**config.mk**
```make
export PLATFORM = sky130hd
export DESIGN_NAME = commit_trace_top
export DESIGN_NICKNAME = d
export VERILOG_FILES = /design/src/hdl/trace_pkg.sv /design/src/hdl/commit_classify.sv /design/src/hdl/trace_queue.sv /design/src/hdl/perf_counters.sv /design/src/hdl/commit_trace_top.sv
export SDC_FILE = /design/constraint.sdc
export NUM_CORES = 1
export LEC_CHECK = 0
export BUFFER_PORTS_ARGS = -buffer_cell sky130_fd_sc_hd__buf_4
export CAP_MARGIN = 20
export CELL_PAD_IN_SITES_DETAIL_PLACEMENT = 1
export CELL_PAD_IN_SITES_GLOBAL_PLACEMENT = 1
export CORE_ASPECT_RATIO = 1.1
export CORE_MARGIN = 2
export CORE_UTILIZATION = 42
export CTS_CLUSTER_DIAMETER = 120
export DETAILED_ROUTE_END_ITERATION = 16
export GPL_TIMING_DRIVEN = 0
export PLACE_DENSITY = 0.69
export SLEW_MARGIN = 25
export SYNTH_ARGS = -nofsm -noshare
export SYNTH_HDL_FRONTEND = slang
export SYNTH_SLANG_ARGS = --single-unit
```
**constraint.sdc**
```tcl
create_clock -name clk_i -period 14.75 [get_ports clk_i]
set_input_delay 0 -clock clk_i [delete_from_list [all_inputs] [get_ports clk_i]]
set_output_delay 0 -clock clk_i [all_outputs]
set_load 0.005 [all_outputs]
```
**src/hdl/trace_pkg.sv**
```systemverilog
// shared widths, types and encodings of the commit trace observer, imported by every block
package trace_pkg;

  // --------------------
  // widths and vector types
  // --------------------
  localparam int unsigned XLEN = 32;
  localparam int unsigned CNT_W = 32;
  localparam int unsigned APB_ADDR_W = 5;

  typedef logic [XLEN-1:0]       xlen_t;
  typedef logic [CNT_W-1:0]      cnt_t;
  typedef logic [APB_ADDR_W-1:0] apb_addr_t;
  typedef logic [6:0]            opcode_t;

  // privilege level as encoded by the core
  typedef logic [1:0] priv_lvl_t;
  localparam priv_lvl_t PRIV_LVL_M = 2'd3;
  localparam priv_lvl_t PRIV_LVL_S = 2'd1;
  localparam priv_lvl_t PRIV_LVL_U = 2'd0;

  // --------------------
  // trace record fields
  // --------------------
  typedef enum logic [1:0] {
    KIND_RETIRE    = 2'd0,
    KIND_EXCEPTION = 2'd1,
    KIND_INTERRUPT = 2'd2,
    KIND_ILLEGAL   = 2'd3
  } trace_kind_e;

  // mode letter U, S, M or D
  typedef enum logic [1:0] {
    MODE_U = 2'd0,
    MODE_S = 2'd1,
    MODE_M = 2'd2,
    MODE_D = 2'd3
  } mode_e;

  // control-flow opcodes, instruction bits 6:0
  localparam opcode_t OPC_JAL    = 7'b1101111;
  localparam opcode_t OPC_JALR   = 7'b1100111;
  localparam opcode_t OPC_BRANCH = 7'b1100011;

  localparam xlen_t CAUSE_ILLEGAL = 32'd2;

  // --------------------
  // event counters
  // --------------------
  localparam int unsigned CNT_RETIRE = 0;
  localparam int unsigned CNT_EXC    = 1;
  localparam int unsigned CNT_IRQ    = 2;
  localparam int unsigned CNT_CFI    = 3;
  localparam int unsigned CNT_DROP   = 4;
  localparam int unsigned NUM_COUNTERS = 5;

  localparam int unsigned DEFAULT_TRACE_DEPTH = 8;

endpackage

```
**src/hdl/commit_classify.sv**
```systemverilog
// first observer stage, registers each committed instruction with its kind, mode and cfi flag
`timescale 1ns/100ps

module commit_classify (
  input  logic                    clk_i,
  input  logic                    rst_ni,
  // commit port
  input  logic                    commit_valid_i,
  input  trace_pkg::xlen_t        commit_pc_i,
  input  trace_pkg::xlen_t        commit_insn_i,
  input  logic                    commit_ex_valid_i,
  input  trace_pkg::xlen_t        commit_cause_i,
  input  trace_pkg::priv_lvl_t    priv_lvl_i,
  input  logic                    debug_mode_i,
  // classified entry
  output logic                    cls_valid_o,
  output trace_pkg::xlen_t        cls_pc_o,
  output trace_pkg::xlen_t        cls_insn_o,
  output trace_pkg::trace_kind_e  cls_kind_o,
  output trace_pkg::mode_e        cls_mode_o,
  output logic                    cls_cfi_o
);

  import trace_pkg::*;

  trace_kind_e kind_d;
  mode_e       mode_d;
  opcode_t     opcode;
  logic        is_cfi_opc;
  logic        cfi_d;

  // --------------------
  // classification
  // --------------------
  // interrupts carry the top cause bit
  always_comb begin
    if (!commit_ex_valid_i) begin
      kind_d = KIND_RETIRE;
    end else if (commit_cause_i[XLEN-1]) begin
      kind_d = KIND_INTERRUPT;
    end else if (commit_cause_i == CAUSE_ILLEGAL) begin
      kind_d = KIND_ILLEGAL;
    end else begin
      kind_d = KIND_EXCEPTION;
    end
  end

  assign opcode = commit_insn_i[6:0];
  assign is_cfi_opc = (opcode == OPC_JAL) || (opcode == OPC_JALR) || (opcode == OPC_BRANCH);

  // a trapped jump did not change the flow
  assign cfi_d = is_cfi_opc && (kind_d == KIND_RETIRE);

  // debug mode overrides the privilege level
  always_comb begin
    if (debug_mode_i) begin
      mode_d = MODE_D;
    end else begin
      case (priv_lvl_i)
        PRIV_LVL_M: mode_d = MODE_M;
        PRIV_LVL_S: mode_d = MODE_S;
        default:    mode_d = MODE_U;
      endcase
    end
  end

  // --------------------
  // stage register
  // --------------------
  always_ff @(posedge clk_i or negedge rst_ni) begin
    if (!rst_ni) begin
      cls_valid_o <= 1'b0;
    end else begin
      cls_valid_o <= commit_valid_i;
    end
  end

  // payload only moves with a commit
  always_ff @(posedge clk_i) begin
    if (commit_valid_i) begin
      cls_pc_o   <= commit_pc_i;
      cls_insn_o <= commit_insn_i;
      cls_kind_o <= kind_d;
      cls_mode_o <= mode_d;
      cls_cfi_o  <= cfi_d;
    end
  end

  // the cause decides the kind of every trapped commit
  a_cause_known: assert property (
    @(posedge clk_i) disable iff (!rst_ni)
    commit_valid_i && commit_ex_valid_i |-> !$isunknown(commit_cause_i)
  );

endmodule

```
**src/hdl/trace_queue.sv**
```systemverilog
// second observer stage, a circular FIFO of trace records with valid/ready output and drop pulse
`timescale 1ns/100ps

module trace_queue #(
  parameter int unsigned TRACE_DEPTH = trace_pkg::DEFAULT_TRACE_DEPTH
) (
  input  logic                    clk_i,
  input  logic                    rst_ni,
  // from classify stage
  input  logic                    cls_valid_i,
  input  trace_pkg::xlen_t        cls_pc_i,
  input  trace_pkg::xlen_t        cls_insn_i,
  input  trace_pkg::trace_kind_e  cls_kind_i,
  input  trace_pkg::mode_e        cls_mode_i,
  input  logic                    cls_cfi_i,
  // trace output
  output logic                    trace_valid_o,
  input  logic                    trace_ready_i,
  output trace_pkg::xlen_t        trace_pc_o,
  output trace_pkg::xlen_t        trace_insn_o,
  output trace_pkg::trace_kind_e  trace_kind_o,
  output trace_pkg::mode_e        trace_mode_o,
  output logic                    trace_cfi_o,
  output logic                    drop_o
);

  import trace_pkg::*;

  localparam int unsigned PTR_W = (TRACE_DEPTH > 1) ? $clog2(TRACE_DEPTH) : 1;
  localparam int unsigned CNT_W = $clog2(TRACE_DEPTH + 1);

  xlen_t       pc_mem   [TRACE_DEPTH];
  xlen_t       insn_mem [TRACE_DEPTH];
  trace_kind_e kind_mem [TRACE_DEPTH];
  mode_e       mode_mem [TRACE_DEPTH];
  logic        cfi_mem  [TRACE_DEPTH];

  logic [PTR_W-1:0] wr_ptr_q, rd_ptr_q;
  logic [CNT_W-1:0] count_q;
  logic             full, push, pop;

  assign full = (count_q == CNT_W'(TRACE_DEPTH));
  assign trace_valid_o = (count_q != '0);
  assign pop = trace_valid_o && trace_ready_i;
  // a pop frees a slot on the same edge
  assign push = cls_valid_i && (!full || pop);
  assign drop_o = cls_valid_i && full && !pop;

  always_ff @(posedge clk_i or negedge rst_ni) begin
    if (!rst_ni) begin
      wr_ptr_q <= '0;
      rd_ptr_q <= '0;
      count_q  <= '0;
    end else begin
      if (push) begin
        wr_ptr_q <= (wr_ptr_q == PTR_W'(TRACE_DEPTH - 1)) ? '0 : wr_ptr_q + 1'b1;
      end
      if (pop) begin
        rd_ptr_q <= (rd_ptr_q == PTR_W'(TRACE_DEPTH - 1)) ? '0 : rd_ptr_q + 1'b1;
      end
      if (push && !pop) begin
        count_q <= count_q + 1'b1;
      end else if (pop && !push) begin
        count_q <= count_q - 1'b1;
      end
    end
  end

  always_ff @(posedge clk_i) begin
    if (push) begin
      pc_mem[wr_ptr_q]   <= cls_pc_i;
      insn_mem[wr_ptr_q] <= cls_insn_i;
      kind_mem[wr_ptr_q] <= cls_kind_i;
      mode_mem[wr_ptr_q] <= cls_mode_i;
      cfi_mem[wr_ptr_q]  <= cls_cfi_i;
    end
  end

  // head of queue
  assign trace_pc_o   = pc_mem[rd_ptr_q];
  assign trace_insn_o = insn_mem[rd_ptr_q];
  assign trace_kind_o = kind_mem[rd_ptr_q];
  assign trace_mode_o = mode_mem[rd_ptr_q];
  assign trace_cfi_o  = cfi_mem[rd_ptr_q];

  a_count_bound: assert property (
    @(posedge clk_i) disable iff (!rst_ni) count_q <= CNT_W'(TRACE_DEPTH)
  );

  // a stalled record must not change under the consumer
  a_hold_stable: assert property (
    @(posedge clk_i) disable iff (!rst_ni)
    trace_valid_o && !trace_ready_i |=> trace_valid_o && $stable(trace_pc_o) &&
      $stable(trace_insn_o) && $stable(trace_kind_o) && $stable(trace_mode_o) &&
      $stable(trace_cfi_o)
  );

endmodule

```
**src/hdl/perf_counters.sv**
```systemverilog
// third observer stage, event counters fed by the classified commits and accessed over APB
`timescale 1ns/100ps

module perf_counters (
  input  logic                    clk_i,
  input  logic                    rst_ni,
  // classified events
  input  logic                    cls_valid_i,
  input  trace_pkg::trace_kind_e  cls_kind_i,
  input  trace_pkg::mode_e        cls_mode_i,
  input  logic                    cls_cfi_i,
  input  logic                    drop_i,
  // APB slave, zero wait states
  input  logic                    psel_i,
  input  logic                    penable_i,
  input  logic                    pwrite_i,
  input  trace_pkg::apb_addr_t    paddr_i,
  input  trace_pkg::cnt_t         pwdata_i,
  output trace_pkg::cnt_t         prdata_o,
  output logic                    pslverr_o
);

  import trace_pkg::*;

  localparam int unsigned IDX_W = APB_ADDR_W - 2;

  cnt_t                    cnt_q [NUM_COUNTERS];
  logic [NUM_COUNTERS-1:0] inc;
  logic                    count_en;
  logic                    access;
  logic                    bad_addr;
  logic                    wr_en;
  logic [IDX_W-1:0]        word_idx;

  // --------------------
  // event decode
  // --------------------
  // nothing but drops is counted in debug mode
  assign count_en = cls_valid_i && (cls_mode_i != MODE_D);

  always_comb begin
    inc = '0;
    inc[CNT_RETIRE] = count_en && (cls_kind_i == KIND_RETIRE);
    // illegal instructions are exceptions as well
    inc[CNT_EXC] = count_en &&
                   ((cls_kind_i == KIND_EXCEPTION) || (cls_kind_i == KIND_ILLEGAL));
    inc[CNT_IRQ]  = count_en && (cls_kind_i == KIND_INTERRUPT);
    inc[CNT_CFI]  = count_en && cls_cfi_i;
    inc[CNT_DROP] = drop_i;
  end

  // --------------------
  // APB decode
  // --------------------
  assign access   = psel_i && penable_i;
  assign word_idx = paddr_i[APB_ADDR_W-1:2];
  assign bad_addr = (int'(word_idx) >= NUM_COUNTERS) || (paddr_i[1:0] != 2'b00);
  assign wr_en    = access && pwrite_i && !bad_addr;

  assign pslverr_o = access && bad_addr;

  always_comb begin
    prdata_o = '0;
    if (!bad_addr) begin
      prdata_o = cnt_q[word_idx];
    end
  end

  // --------------------
  // counters
  // --------------------
  // a bus write wins over an event on the same edge
  always_ff @(posedge clk_i or negedge rst_ni) begin
    if (!rst_ni) begin
      for (int k = 0; k < NUM_COUNTERS; k++) begin
        cnt_q[k] <= '0;
      end
    end else begin
      for (int k = 0; k < NUM_COUNTERS; k++) begin
        if (wr_en && (int'(word_idx) == k)) begin
          cnt_q[k] <= pwdata_i;
        end else if (inc[k]) begin
          cnt_q[k] <= cnt_q[k] + 1'b1;
        end
      end
    end
  end

  // access phase always follows a setup phase
  a_apb_setup: assert property (
    @(posedge clk_i) disable iff (!rst_ni) penable_i |-> $past(psel_i)
  );

endmodule

```
**src/hdl/commit_trace_top.sv**
```systemverilog
// top level of the commit trace observer, chains classify, trace queue and counters
`timescale 1ns/100ps

module commit_trace_top #(
  parameter int unsigned TRACE_DEPTH = trace_pkg::DEFAULT_TRACE_DEPTH
) (
  input  logic                    clk_i,
  input  logic                    rst_ni,
  // commit port
  input  logic                    commit_valid_i,
  input  trace_pkg::xlen_t        commit_pc_i,
  input  trace_pkg::xlen_t        commit_insn_i,
  input  logic                    commit_ex_valid_i,
  input  trace_pkg::xlen_t        commit_cause_i,
  input  trace_pkg::priv_lvl_t    priv_lvl_i,
  input  logic                    debug_mode_i,
  // trace port
  output logic                    trace_valid_o,
  input  logic                    trace_ready_i,
  output trace_pkg::xlen_t        trace_pc_o,
  output trace_pkg::xlen_t        trace_insn_o,
  output trace_pkg::trace_kind_e  trace_kind_o,
  output trace_pkg::mode_e        trace_mode_o,
  output logic                    trace_cfi_o,
  // APB counter access
  input  logic                    psel_i,
  input  logic                    penable_i,
  input  logic                    pwrite_i,
  input  trace_pkg::apb_addr_t    paddr_i,
  input  trace_pkg::cnt_t         pwdata_i,
  output trace_pkg::cnt_t         prdata_o,
  output logic                    pslverr_o
);

  import trace_pkg::*;

  // classify stage outputs
  logic        cls_valid;
  xlen_t       cls_pc;
  xlen_t       cls_insn;
  trace_kind_e cls_kind;
  mode_e       cls_mode;
  logic        cls_cfi;
  logic        drop;

  commit_classify u_commit_classify (
    .clk_i             ( clk_i             ),
    .rst_ni            ( rst_ni            ),
    .commit_valid_i    ( commit_valid_i    ),
    .commit_pc_i       ( commit_pc_i       ),
    .commit_insn_i     ( commit_insn_i     ),
    .commit_ex_valid_i ( commit_ex_valid_i ),
    .commit_cause_i    ( commit_cause_i    ),
    .priv_lvl_i        ( priv_lvl_i        ),
    .debug_mode_i      ( debug_mode_i      ),
    .cls_valid_o       ( cls_valid         ),
    .cls_pc_o          ( cls_pc            ),
    .cls_insn_o        ( cls_insn          ),
    .cls_kind_o        ( cls_kind          ),
    .cls_mode_o        ( cls_mode          ),
    .cls_cfi_o         ( cls_cfi           )
  );

  trace_queue #(
    .TRACE_DEPTH ( TRACE_DEPTH )
  ) u_trace_queue (
    .clk_i         ( clk_i         ),
    .rst_ni        ( rst_ni        ),
    .cls_valid_i   ( cls_valid     ),
    .cls_pc_i      ( cls_pc        ),
    .cls_insn_i    ( cls_insn      ),
    .cls_kind_i    ( cls_kind      ),
    .cls_mode_i    ( cls_mode      ),
    .cls_cfi_i     ( cls_cfi       ),
    .trace_valid_o ( trace_valid_o ),
    .trace_ready_i ( trace_ready_i ),
    .trace_pc_o    ( trace_pc_o    ),
    .trace_insn_o  ( trace_insn_o  ),
    .trace_kind_o  ( trace_kind_o  ),
    .trace_mode_o  ( trace_mode_o  ),
    .trace_cfi_o   ( trace_cfi_o   ),
    .drop_o        ( drop          )
  );

  perf_counters u_perf_counters (
    .clk_i       ( clk_i     ),
    .rst_ni      ( rst_ni    ),
    .cls_valid_i ( cls_valid ),
    .cls_kind_i  ( cls_kind  ),
    .cls_mode_i  ( cls_mode  ),
    .cls_cfi_i   ( cls_cfi   ),
    .drop_i      ( drop      ),
    .psel_i      ( psel_i    ),
    .penable_i   ( penable_i ),
    .pwrite_i    ( pwrite_i  ),
    .paddr_i     ( paddr_i   ),
    .pwdata_i    ( pwdata_i  ),
    .prdata_o    ( prdata_o  ),
    .pslverr_o   ( pslverr_o )
  );

endmodule

```
== Word-level counts from Yosys, hierarchy flattened ==
Memories as Yosys holds them, arrays and structs flattened.
Index checks and enable logic that the tools add are counted.
Word-level totals
  register bits after elaboration: 240
  latch bits: 0
  bits in writable memories: 552
  bits in read-only memories: 0
  bits of input ports: 144
  output and inout port bits: 103
  logic and storage cells: 113
  memories: 5
Memory list
  u_trace_queue.insn_mem: depth 8, bits a word 32, rd ports 1, clocked after Yosys merged registers in 0, write ports 1, RTL line trace_queue.sv:33  | xlen_t insn_mem [TRACE_DEPTH];
  u_trace_queue.pc_mem: depth 8, bits a word 32, rd ports 1, clocked after Yosys merged registers in 0, write ports 1, RTL line trace_queue.sv:32  | xlen_t pc_mem [TRACE_DEPTH];
  u_trace_queue.kind_mem: depth 8, bits a word 2, rd ports 1, clocked after Yosys merged registers in 0, write ports 1, RTL line trace_queue.sv:34  | trace_kind_e kind_mem [TRACE_DEPTH];
  u_trace_queue.mode_mem: depth 8, bits a word 2, rd ports 1, clocked after Yosys merged registers in 0, write ports 1, RTL line trace_queue.sv:35  | mode_e mode_mem [TRACE_DEPTH];
  u_trace_queue.cfi_mem: depth 8, bits a word 1, rd ports 1, clocked after Yosys merged registers in 0, write ports 1, RTL line trace_queue.sv:36  | logic cfi_mem [TRACE_DEPTH];
Operators by class
  add/subtract/negate cells: 9
  multiply operators: 0
  div/mod/pow operators: 0
  $lt $le $gt $ge: 2
  equality and inequality tests: 17
  shifts and indexed selects: 0
  mux-type cells: 24
  bitwise logic cells: 1
  reductions and logical operators: 41
Operator list (count)
  two-way mux 32 bit: 13
  adder 32 x 1 -> 32 bit (second input constant): 5
  binary-select mux 32 bit (select 3 bit): 1
  == test 32 x 2 -> 1 bit (second input constant): 1
  == test 7 bit (second input constant): 3
  logical AND 1 bit: 21
  == test 3 bit (second input constant): 5
  nonzero test 2 bit: 7
  two-way mux 4 bit: 2
  adder 3 x 1 -> 3 bit (second input constant): 2
  == test 2 bit (second input constant): 3
  two-way mux 2 bit: 3
  two-way mux 3 bit: 2
  logical OR 1 bit: 5
  adder 4 x 1 -> 4 bit (second input constant): 1
  == test 2 x 1 -> 1 bit (second input constant): 2
  == test 4 bit (second input constant): 1
  greater-or-equal comparator 4 bit (second input constant): 1
  zero test 1 bit: 4
  zero test 2 bit: 2
  inverter 3 -> 4 bit: 1
  one-hot mux 2 bit (2 select lines): 1
  nonzero test 4 bit: 1
  subtractor 4 x 1 -> 4 bit (second input constant): 1
  5 further kinds: 6

== Depth between registers and ports, before layout ==
Gate-level depths: netlist of the first run.
  word-level depth: 8
  mapped depth: 12
  gate-level depth less buffers: 12

== Modules after synthesis ==
Synthesis of the first run repeated with hierarchy kept, for this count alone.
Second synthesis, totals
  cell total of the unflattened synthesis: 2235
  area total of the unflattened synthesis: 34162.8 um2
By module, submodules not included
  trace_queue: instances 1, cells an instance 864, area each 21368.0 um2, seq. area each 16826.1 um2
  perf_counters: instances 1, cells an instance 1282, area each 10563.9 um2, seq. area each 4003.8 um2
  commit_classify: instances 1, cells an instance 89, area each 2230.9 um2, seq. area each 2097.0 um2

== Least setup slack after synthesis of the first run ==
Ideal clock, no wire load.
  path kind: register to register
  from: reg u_trace_queue.count_q[3]
  to: mem u_trace_queue.cfi_mem[0] (enable)
  setup time: 0.666 ns
  arrival time: 7.335 ns
  data required time: 14.084 ns
  slack: 6.749 ns
  stages on the path, launching flop included: 5
  buffers on the path: 0
  clock period less this slack: 8.001 ns
  path through: dfrtp_1 -> nor2b_1 -> nand2_1 -> nand2_1 -> nor4_1
Between the ends
  word-level cells in the longest chain between the ends: 6
  elaborated cells between the ends (all ways): 8
  those cells by class: eq/ne: 1; mux: 2; reduce/logical: 5
RTL lines
  start, declared: RTL line trace_queue.sv:39  | logic [CNT_W-1:0] count_q;
  start signal, assigned: RTL line trace_queue.sv:62  | count_q <= count_q + 1'b1;
  start signal, assigned: RTL line trace_queue.sv:64  | count_q <= count_q - 1'b1;
  == test 4 bit / nonzero test 4 bit (equally long branches): RTL line trace_queue.sv:42, trace_queue.sv:43
  zero test 1 bit / logical AND 1 bit (equally long branches): RTL line trace_queue.sv:46, trace_queue.sv:44
  logical OR 1 bit *: RTL line trace_queue.sv:46  | assign push = cls_valid_i && (!full || pop);
  logical AND 1 bit *: RTL line trace_queue.sv:46
  two-way mux 1 bit *: RTL line trace_queue.sv:70  | if (push) begin
  two-way mux 1 bit (implied by the code) *: RTL line trace_queue.sv:75  | cfi_mem[wr_ptr_q] <= cls_cfi_i;
  end, declared: RTL line trace_queue.sv:36
Every way passes the cells marked *; elsewhere a longest branch is shown, timed or not.

== Worst setup path after layout of the first run ==
  from: reg u_trace_queue.rd_ptr_q[0]
  to: out trace_insn_o[26]
Between the ends
  word-level cells in the longest chain between the ends: 1
RTL lines
  start, declared: RTL line trace_queue.sv:38  | logic [PTR_W-1:0] wr_ptr_q, rd_ptr_q;
  start signal, assigned: RTL line trace_queue.sv:59  | rd_ptr_q <= (rd_ptr_q == PTR_W'(TRACE_DEPTH - 1)) ? '0 : rd_ptr_q + 1'b1;
  memory (8 x 32 bit)
  end, declared: RTL line commit_trace_top.sv:21  | output trace_pkg::xlen_t trace_insn_o,
Every way passes these cells.

==> impl_metrics.csv, run 1 <==
group,metric,value,unit
timing,fmax,0.269,GHz
synth,yosys_warnings,0,
synth,yosysSeqAreaShare,0.684,
global_routing,grt_pass1_vias,23100,
clocking,tritoncts,"done",
worst_setup_path,crit_chain,"clkbuf_1 > clkbuf_1 > buf_1 > mux4_2 > mux2_2 > buf_4",
clocking,htreeDepth,3,
floorplanning,core_area,0.0789,mm^2
clocking,cts_buffers,83,
global_routing,grt_max_degree,71,
clocking,cts_sinks,792,
worst_setup_path,r2r_cells,10,
timing,fin_crit,3.72,ns
worst_setup_path,reg2reg_to,"u_trace_queue.pc_mem[1][27]",
timing,setup_violations,0,
power,power,7.49,mW
clocking,cts_hold_buf,114,
global_routing,antenna_found_initial,1,
timing,tns,0,ns
clocking,cts_root_buf,"clkbuf_16",
min_path,hold_depth,5,
final_layout,drive_gt1_frac,0.264,
worst_setup_path,path_buf_inv,4,
worst_setup_path,required,14.75,ns
timing,tightest_slew,1.08,ns
min_path,hp-class,"input port to flop",
placement,place.gp.congestion,0.920,
synth,synth_edf_count,621,
worst_setup_path,cpMostUsedCell,"clkbuf_1",
clocking,clock_latency,0.64,ns
synth,synthesis.nets,2319,
timing,slew_viol_final,0,
clocking,post_cts_buffers,0,
outcome,status,"finished clean",
floorplanning,die_h,300,um
floorplanning,die_w,273,um
flow_run,max_cap_violations,0,
routing,drc,0,
timing,skew,0.0261,ns
global_routing,gr-usage-all-layers,0.241,
worst_setup_path,cp.depth,6,
routing,drtIter0Drc,1749,
timing,fin_crit_sh,0.252,
power,power.leakage,14.7,nW
global_routing,grt.overflow.total,0,
synth,synthMostInstantiatedCell,"edfxtp_1",
routing,viasPerCell,5.58,
clocking,ctsResizeCount,0,
timing,maxSlewHeadroom,0.275,
worst_setup_path,arrival,3.72,ns
worst_setup_path,worst_r2r_startpoint,"u_trace_queue.count_q[0]",
synth,yosys.area.top_type,"edfxtp_1",
worst_setup_path,r2r_slack,11.37,ns
power,ir_drop,0.000105,V
worst_setup_path,crit_family,"buffers and inverters",
synth,synthesis.area,0.0335,mm^2
routing,wl,97800,um
synth,synth_cell_type_count,52,
final_layout,layout.nets,2843,
placement,port_buffers,245,
worst_setup_path,cpMaxStageDelayCell,"buf_1",
clocking,cts_buffer_depth,3,
worst_setup_path,worstPathMaxFanout,10,
power,power.density,180,mW/mm^2
synth,ys_seq_elements,792,
worst_setup_path,critPathCaptureType,"output pin",
synth,synthCells,2162,
placement,hpwl,69400,um
global_routing,grt_pass1_wl,147000,um
routing,wl_per_cell,25.7,um
min_path,worstHoldStart,"commit_cause_i[4]",
routing,num_vias,21200,
worst_setup_path,max_stage_delay,0.73,ns
worst_setup_path,crit_path_start_kind,"flop",
synth,yosysTopAreaCellShare,0.556,
floorplanning,initial_utilization,0.425,
clocking,clk_pin_slew,0.06,ns
synth,syn_avg_cell_area,15.5,um^2
synth,yosys-top-cells-area,"edfxtp_1 (56%), dfrtp_1 (13%), mux4_2 (9.7%), mux2_2 (3.0%), nor2_1 (2.5%)",
floorplanning,dieArea,0.0821,mm^2
synth,synthArstFlopShare,0.216,
floorplanning,std_cell_rows,108,
routing,antenna_left,0,
worst_setup_path,crit_type,"flop to output pin",
floorplanning,io_pins,247,
routing,dr.pass1.iters,5,
synth,netlist_top_cells_count,"edfxtp_1 (621), nor2_1 (221), dfrtp_1 (171), mux4_2 (144), a21oi_1 (133)",
timing,rsz0062_at_grt,"false",
timing,hold_violations,0,
min_path,min_to,"u_commit_classify.cls_kind_o[1]",
final_layout,syn2layout_area_growth,24.0,%
synth,yosys_most_used_dff,"edfxtp_1",
final_layout,nFillCells,7660,
state kept, by name, summed over array words and instances (netlist names), 3 cells and up:
signal,flops
u_trace_queue.insn_mem,256
u_trace_queue.pc_mem,256
u_perf_counters.cnt_q,160
u_commit_classify.cls_insn_o,32
u_commit_classify.cls_pc_o,32
u_trace_queue.kind_mem,16
u_trace_queue.mode_mem,16
u_trace_queue.cfi_mem,8
u_trace_queue.count_q,4
u_trace_queue.rd_ptr_q,3
u_trace_queue.wr_ptr_q,3
cell families after synthesis:
logic type               after synthesis  synth area share
flip-flops                           792             0.684
AND/OR/NAND/NOR                      585            0.0847
multiplexers                         249             0.131
AO/OA/AOI/OAI                        232            0.0379
XOR/XNOR                             157            0.0410
buffers and inverters                134            0.0158
adder cells (fa/ha/maj)               13           0.00508
per-stage QoR:
| stage | worst slack [ns] | utilization | hold WS (ns) | cells | cell area (um^2) |
|---|---|---|---|---|---|
| CTS | 10.75 | 0.526 | 0.0101 | 3797 | 41500 |
| global placement | -1.03 | 0.465 | 0.178 | 3452 | 36700 |
| finish | 11.03 | 0.526 | 0.0417 | 3798 | 41500 |
| detailed placement | 11.37 | 0.476 | -0.0545 | 3532 | 37600 |
| global route | 10.81 | 0.526 | 0.0436 | 3797 | 41500 |
| floorplan | 6.75 | - | -0.296 | 2162 | 33500 |
where the power goes:
part           switching (mW)  internal, mW  total (mW)
sequential              0.309          2.82        3.13
combinational            1.09          1.10        2.20
clock                   0.904          1.25        2.16
layout make-up:
type                    count  area, um^2  area share
multi-input cells        1236       10100       0.243
inverters                  28         105     0.00253
clock inverters            51         593      0.0143
plain buffers             106         428      0.0103
clock buffers             100        2200      0.0530
diodes                      1        2.50   0.0000602
well taps                1045        1310      0.0315
flip-flops and latches    792       22900       0.552
repair buffers            439        3870      0.0932
worst reg2reg max path, cell delays in order (launching register included):
cell and delay, ns:
dfrtp_1 0.44, nor3_2 0.60, nand2_1 0.33, nand2_1 0.42
inv_1 0.12, nand2_1 0.29, nor3_2 0.19, buf_6 0.19
buf_4 0.19, buf_4 0.20, buf_4 0.19
cells in the final DEF (no fill, tap or decap), types with 25 or more instances in the layout:
cell	count
xnor2_1	87
and3_1	32
o21ai_0	35
clkbuf_1	79
a21oi_1	133
buf_2	28
clkbuf_16	84
mux4_2	144
nand2_1	105
mux2_2	88
nand4_1	34
edfxtp_1	621
nor2_1	218
inv_1	25
nor3_1	50
nand3_1	58
dlygate4sd3_1	113
dfrtp_1	171
xor2_1	70
buf_4	284
a31oi_1	28
worst max path at each step:
| stage | startpoint | end | slack, ns |
|---|---|---|---|
| after detailed placement | u_trace_queue.count_q[3] | u_trace_queue.pc_mem[1][19] | 11.37 |
| after floorplan | u_trace_queue.count_q[3] | u_trace_queue.cfi_mem[0] | 6.75 |
| after global routing | u_trace_queue.rd_ptr_q[0] | trace_insn_o[26] | 10.81 |
| final | u_trace_queue.rd_ptr_q[0] | trace_insn_o[26] | 11.03 |
| after CTS | u_trace_queue.rd_ptr_q[0] | trace_pc_o[22] | 10.75 |
| after global placement | u_trace_queue.count_q[3] | u_trace_queue.pc_mem[0][9] | -1.03 |
per-layer routing:
| layer | track usage | part of all wire | vias up |
|---|---|---|---|
| li1 | - | - | 9304 |
| met1 | 0.302 | 0.40 | 11000 |
| met2 | 0.429 | 0.52 | 674 |
| met3 | 0.0344 | 0.053 | 170 |
| met4 | 0.0773 | 0.030 | 2 |
| met5 | 0 | 0.00014 | - |
Note: power is estimated with default switching activity, not from simulation.
==> inputs of run 2 (changes only) <==
==> constraint.sdc (replaced) <==
create_clock -name clk_i -period 3.9 [get_ports clk_i]
set_input_delay 0 -clock clk_i [delete_from_list [all_inputs] [get_ports clk_i]]
set_output_delay 0 -clock clk_i [all_outputs]
set_load 0.005 [all_outputs]
==> run 2 against run 1 <==
Net effect:
- highest routed layer unchanged
- routed wire length rose by 2.5%
- clock power rose to 3.8 times the previous value
- clock skew rose by 0.0030 ns
- combinational power rose to 3.8 times the previous value
- setup slack got worse by 11 ns
- sequential cell count did not move
- global-route usage rose by 0.55 points
- power rose to 3.8 times the previous value
- register-to-register slack got worse by 11 ns
- utilization rose by 0.081 points
- design area rose by 0.15%
==> impl_metrics.csv, run 2 (synthesis gave the netlist of run 1 again) <==
group,metric,value,unit
outcome,status,"finished clean",
worst_setup_path,cpMostUsedCell,"clkbuf_1",
timing,fin_crit_sh,0.926,
power,power.leakage,14.5,nW
clocking,cts_buffer_depth,3,
power,p_sw,8.77,mW
clocking,clock_latency,0.66,ns
floorplanning,core_area,0.0789,mm^2
floorplanning,std_cell_rows,108,
worst_setup_path,arrival,3.61,ns
worst_setup_path,worstPathMaxFanout,10,
clocking,htreeDepth,3,
power,power.density,681,mW/mm^2
timing,setup_violations,0,
clocking,cts_root_buf,"clkbuf_16",
worst_setup_path,crit_chain,"clkbuf_1 > clkbuf_1 > clkdlybuf4s15_2 > mux4_2 > mux2_2 > buf_4",
timing,fin_crit,3.61,ns
final_layout,syn2layout_area_growth,24.1,%
routing,drtIter0Drc,1617,
worst_setup_path,cpMaxStageDelayCell,"clkdlybuf4s15_2",
routing,viasPerCell,5.61,
worst_setup_path,r2r_slack,0.78,ns
power,comb_power_share,0.295,
floorplanning,io_pins,247,
global_routing,grt_pass1_wl,149000,um
global_routing,grt.overflow.total,0,
power,power,28.3,mW
final_layout,final_common_cell,"edfxtp_1",
worst_setup_path,path_buf_inv,4,
routing,num_vias,21200,
power,p_seq_frac,0.418,
routing,wl_per_cell,26.5,um
worst_setup_path,required,3.90,ns
final_layout,final_cell_mix,"edfxtp_1 (621), buf_4 (250), nor2_1 (218), dfrtp_1 (171), mux4_2 (144)",
final_layout,layout.nets,2820,
floorplanning,dieArea,0.0821,mm^2
routing,drc,0,
flow_run,max_cap_violations,0,
placement,port_buffers,245,
global_routing,antenna_found_initial,2,
power,clkPwrFrac,0.288,
clocking,cts_sinks,792,
floorplanning,initial_utilization,0.425,
final_layout,drive_gt1_frac,0.253,
timing,hold_violations,0,
routing,antenna_left,0,
routing,wl,100000,um
timing,skew,0.0291,ns
worst_setup_path,crit_type,"flop to output pin",
timing,rsz0062_at_grt,"false",
timing,fmax,0.277,GHz
clocking,tritoncts,"done",
clocking,clk_pin_slew,0.06,ns
worst_setup_path,critPathCaptureType,"output pin",
timing,maxSlewHeadroom,0.308,
power,p_sw_frac,0.309,
floorplanning,die_w,273,um
global_routing,grt_max_degree,71,
worst_setup_path,crit_family,"buffers and inverters",
global_routing,grt_pass1_vias,23200,
clocking,cts_buffers,86,
floorplanning,die_h,300,um
min_path,hp-class,"input port to flop",
timing,slew_viol_final,0,
timing,tightest_slew,1.02,ns
worst_setup_path,max_stage_delay,0.61,ns
placement,place.gp.congestion,0.920,
worst_setup_path,crit_path_start_kind,"flop",
power,intPower,19.6,mW
power,ir_drop,0.000458,V
final_layout,reg_top3,"u_trace_queue.insn_mem (256), u_trace_queue.pc_mem (256), u_perf_counters.cnt_q (160)",
routing,dr.pass1.iters,5,
global_routing,gr-usage-all-layers,0.246,
placement,hpwl,68600,um
final_layout,postLayoutCoreUtil,0.527,
clocking,post_cts_buffers,0,
-- run 2: timing repair --
| item | in CTS | in global routing |
|---|---|---|
| endpoints found under the hold margin | 384 | 0 |
| setup endpoints to repair | 11 | 0 |
| hold buffers | 115 | 0 |
| gates resized for setup | 4 | 0 |
-- run 2: worst paths after layout --
kind / to / start / depth (start not counted)
worst max register to register: u_perf_counters.cnt_q[63] / u_commit_classify.cls_mode_o[0] / 6
worst min-delay path: u_commit_classify.cls_insn_o[27] / commit_insn_i[27] / 2
worst max-delay path: trace_pc_o[25] / u_trace_queue.rd_ptr_q[0] / 6
max in group asynchronous: u_perf_counters.cnt_q[69] / rst_ni / 5
min in group asynchronous: u_perf_counters.cnt_q[24] / rst_ni / 4
worst min register to register: u_trace_queue.count_q[3] / u_trace_queue.count_q[3] / 1
-- run 2: cell type report --
| class | count | area, um^2 |
|---|---|---|
| diodes | 1 | 2.50 |
| plain buffers | 106 | 440 |
| clock buffers | 114 | 2320 |
| clock inverters | 45 | 484 |
| fillers | 7645 | 37300 |
| inverters | 28 | 105 |
| multi-input cells | 1236 | 10100 |
| flip-flops and latches | 792 | 22900 |
| well taps | 1045 | 1310 |
| repair buffers | 413 | 3870 |
-- run 2: per-stage QoR --
stage / setup slack [ns] / cells / hold WS [ns] / TNS [ns] / instance area, um^2
after CTS: 0.151 / 3779 / 0.0268 / 0 / 41600
after detailed placement: 0.595 / 3505 / -0.00106 / 0 / 37600
final: 0.289 / 3780 / 0.0696 / 0 / 41600
after global placement: -4.05 / 3452 / 0.178 / -1872.50 / 36700
after global routing: 0.138 / 3779 / 0.0578 / 0 / 41600
after floorplan: -0.580 / 2162 / -0.296 / -172.79 / 33600
-- run 2: worst reg2reg max path: cells and delay by family (launching register included) --
kind / cells / cell delay, ns
AND/OR/NAND/NOR: 4 / 1.76
flip-flops: 1 / 0.55
AO/OA/AOI/OAI: 2 / 0.71
-- run 2: power by group through the flow --
stage                     logic (mW)  clock network, mW  registers (mW)
final                           8.36               8.15            11.8
after detailed placement        8.25                  0            12.0
after floorplan                 4.87                  0            11.6
after global routing            8.95               8.59            12.0
after CTS                       8.46               8.31            11.8
after global placement          7.69                  0            12.0
-- run 2: per-layer routing --
layer  global-route usage  up-vias  wire (um)
met5                    0        -         29
met3               0.0391      175       5740
met4               0.0818        4       3110
li1                     -     9276          -
met1                0.312    11000      40300
met2                0.432      745      51100
==> inputs of run 3 (changes only) <==
--- a/config.mk
+++ b/config.mk
@@ -11,11 +11,11 @@
 export CELL_PAD_IN_SITES_GLOBAL_PLACEMENT = 1
 export CORE_ASPECT_RATIO = 1.1
 export CORE_MARGIN = 2
-export CORE_UTILIZATION = 42
+export CORE_UTILIZATION = 51
 export CTS_CLUSTER_DIAMETER = 120
 export DETAILED_ROUTE_END_ITERATION = 16
 export GPL_TIMING_DRIVEN = 0
-export PLACE_DENSITY = 0.69
+export PLACE_DENSITY = 0.81
 export SLEW_MARGIN = 25
 export SYNTH_ARGS = -nofsm -noshare
 export SYNTH_HDL_FRONTEND = slang
==> constraint.sdc (replaced) <==
create_clock -name clk_i -period 3.6 [get_ports clk_i]
set_input_delay 0 -clock clk_i [delete_from_list [all_inputs] [get_ports clk_i]]
set_output_delay 0 -clock clk_i [all_outputs]
set_load 0.005 [all_outputs]
==> run 3 against run 2 <==
Net effect:
- count of clock-buffer cells in the layout fell by 15
- routed wire length rose by 11%
- design area fell by 1.0%
- via count rose by 5.9%
- hold slack got worse by 0.041 ns
- die area fell by 17%
- cell count fell by 5.7%
- critical path type unchanged
- critical endpoint is now trace_insn_o[4]
==> impl_metrics.csv, run 3 (synthesis gave the netlist of run 1 again) <==
group,metric,value,unit
clocking,cts_buffer_depth,3,
final_layout,final_cell_mix,"edfxtp_1 (621), buf_4 (246), nor2_1 (218), dfrtp_1 (171), mux4_2 (144)",
floorplanning,core_area,0.0650,mm^2
final_layout,fin_cells,3566,
global_routing,grt_max_degree,72,
placement,hpwl,68400,um
worst_setup_path,arrival,3.51,ns
timing,fin_crit_sh,0.974,
clocking,clock_latency,0.66,ns
timing,fin_ws,0.0926,ns
routing,wl,112000,um
worst_setup_path,crit_path_start_kind,"flop",
power,power.leakage,14.5,nW
timing,setup_violations,0,
placement,port_buffers,245,
routing,drtIter0Drc,2088,
flow_run,max_cap_violations,0,
worst_setup_path,required,3.60,ns
routing,wl_per_cell,31.3,um
global_routing,gr-usage-all-layers,0.331,
power,power.density,755,mW/mm^2
outcome,status,"finished clean",
global_routing,grt_pass1_wl,165000,um
placement,post-place-ws,0.235,ns
final_layout,reg_top3,"u_trace_queue.insn_mem (256), u_trace_queue.pc_mem (256), u_perf_counters.cnt_q (160)",
power,p_seq_frac,0.417,
placement,dp_cells,3310,
global_routing,grt_pass1_vias,24200,
worst_setup_path,crit_type,"flop to output pin",
timing,rsz0062_at_grt,"false",
timing,fin_crit,3.51,ns
routing,antenna_left,0,
clocking,cts_sinks,792,
floorplanning,std_cell_rows,98,
worst_setup_path,cpMaxStageDelayCell,"mux4_2",
global_routing,grt.overflow.total,0,
floorplanning,io_pins,247,
floorplanning,die_h,273,um
clocking,clk_pin_slew,0.06,ns
timing,maxSlewHeadroom,0.335,
clocking,cts_root_buf,"clkbuf_16",
floorplanning,initial_utilization,0.516,
floorplanning,dieArea,0.0678,mm^2
clocking,tritoncts,"done",
worst_setup_path,crit_chain,"clkbuf_1 > clkbuf_2 > buf_2 > mux4_2 > mux2_2 > buf_4",
timing,hold_violations,0,
worst_setup_path,worstPathMaxFanout,10,
worst_setup_path,path_buf_inv,4,
routing,dr.pass1.iters,6,
worst_setup_path,max_stage_delay,0.62,ns
final_layout,drive_gt1_frac,0.251,
power,ir_drop,0.000461,V
worst_setup_path,critPathCaptureType,"output pin",
final_layout,layout.nets,2813,
timing,slew_viol_final,0,
routing,viasPerCell,6.29,
clocking,htreeDepth,3,
final_layout,antenna_cells,0,
routing,num_vias,22400,
clocking,cts_buffers,81,
global_routing,antenna_found_initial,2,
final_layout,final_common_cell,"edfxtp_1",
timing,tightest_slew,0.997,ns
power,intPower,20.9,mW
routing,drc,0,
timing,skew,0.0310,ns
clocking,post_cts_buffers,0,
power,comb_power_share,0.306,
final_layout,nFillCells,5910,
floorplanning,die_w,248,um
final_layout,syn2layout_area_growth,22.9,%
timing,fmax,0.285,GHz
power,clkPwrFrac,0.276,
placement,place.gp.congestion,0.925,
timing,holdWs,0.0289,ns
power,p_sw,10.2,mW
power,p_sw_frac,0.328,
min_path,hp-class,"input port to flop",
worst_setup_path,crit_family,"buffers and inverters",
==> run 3: routing by layer <==
metal / global-route usage / share of wire
met1: 0.418 / 0.37
met2: 0.584 / 0.52
met3: 0.0447 / 0.072
met4: 0.130 / 0.040
met5: 0 / 0.00011
==> run 3: power groups by stage <==
stage	logic (mW)	clock network (mW)	registers (mW)
global placement	8.21	0	13.0
finish	9.52	8.59	13.0
floorplan	5.28	0	12.6
global route	10.0	8.94	13.1
detailed placement	9.00	0	13.0
CTS	9.41	8.53	12.9
==> run 3: worst register-to-register path: cells and delay by family, from the launching register on <==
kind	cells	cell delay [ns]
buffers and inverters	3	0.87
and+or+nand+nor	5	1.82
DFF	1	0.41
==> run 3: area by class of cell <==
| cell class | instances | area [um^2] | area share |
|---|---|---|---|
| buffer | 106 | 437 | 0.0106 |
| clock buffer | 99 | 2090 | 0.0508 |
| clock inverter | 44 | 513 | 0.0125 |
| inverter | 28 | 105 | 0.00255 |
| multi-input combinational | 1236 | 10100 | 0.246 |
| sequential | 792 | 22900 | 0.557 |
| tap | 850 | 1060 | 0.0258 |
| timing repair buffer | 411 | 3900 | 0.0947 |
==> run 3: repair_timing <==
item | CTS | global route
endpoints found under the hold margin | 423 | 0
hold buffers | 113 | 0
endpoints found under the setup margin | 18 | 6
resized for setup | 5 | 2
pin swaps | 0 | 0
==> run 3: worst paths after layout <==
path,startpoint,end,slack (ns),depth (start not counted)
setup / recovery,u_trace_queue.rd_ptr_q[0],trace_insn_o[4],0.09,6
hold / removal,commit_cause_i[24],u_commit_classify.cls_kind_o[1],0.03,5
setup reg to reg,u_trace_queue.count_q[3],u_trace_queue.pc_mem[7][6],0.18,8
hold reg to reg,u_trace_queue.count_q[3],u_trace_queue.count_q[3],0.51,1
max in group asynchronous,rst_ni,u_perf_counters.cnt_q[38],2.72,4
min in group asynchronous,rst_ni,u_perf_counters.cnt_q[26],0.47,4
==> run 3: metrics by stage <==
step                power, mW  area (um^2)   util  setup TNS (ns)
global route             32.1        41200  0.634               0
global placement         21.2        36500  0.561        -2038.29
detailed placement       22.0        37400  0.576               0
finish                   31.1        41200  0.634               0
CTS                      30.8        41200  0.634               0
floorplan                17.8        33600      -         -317.69
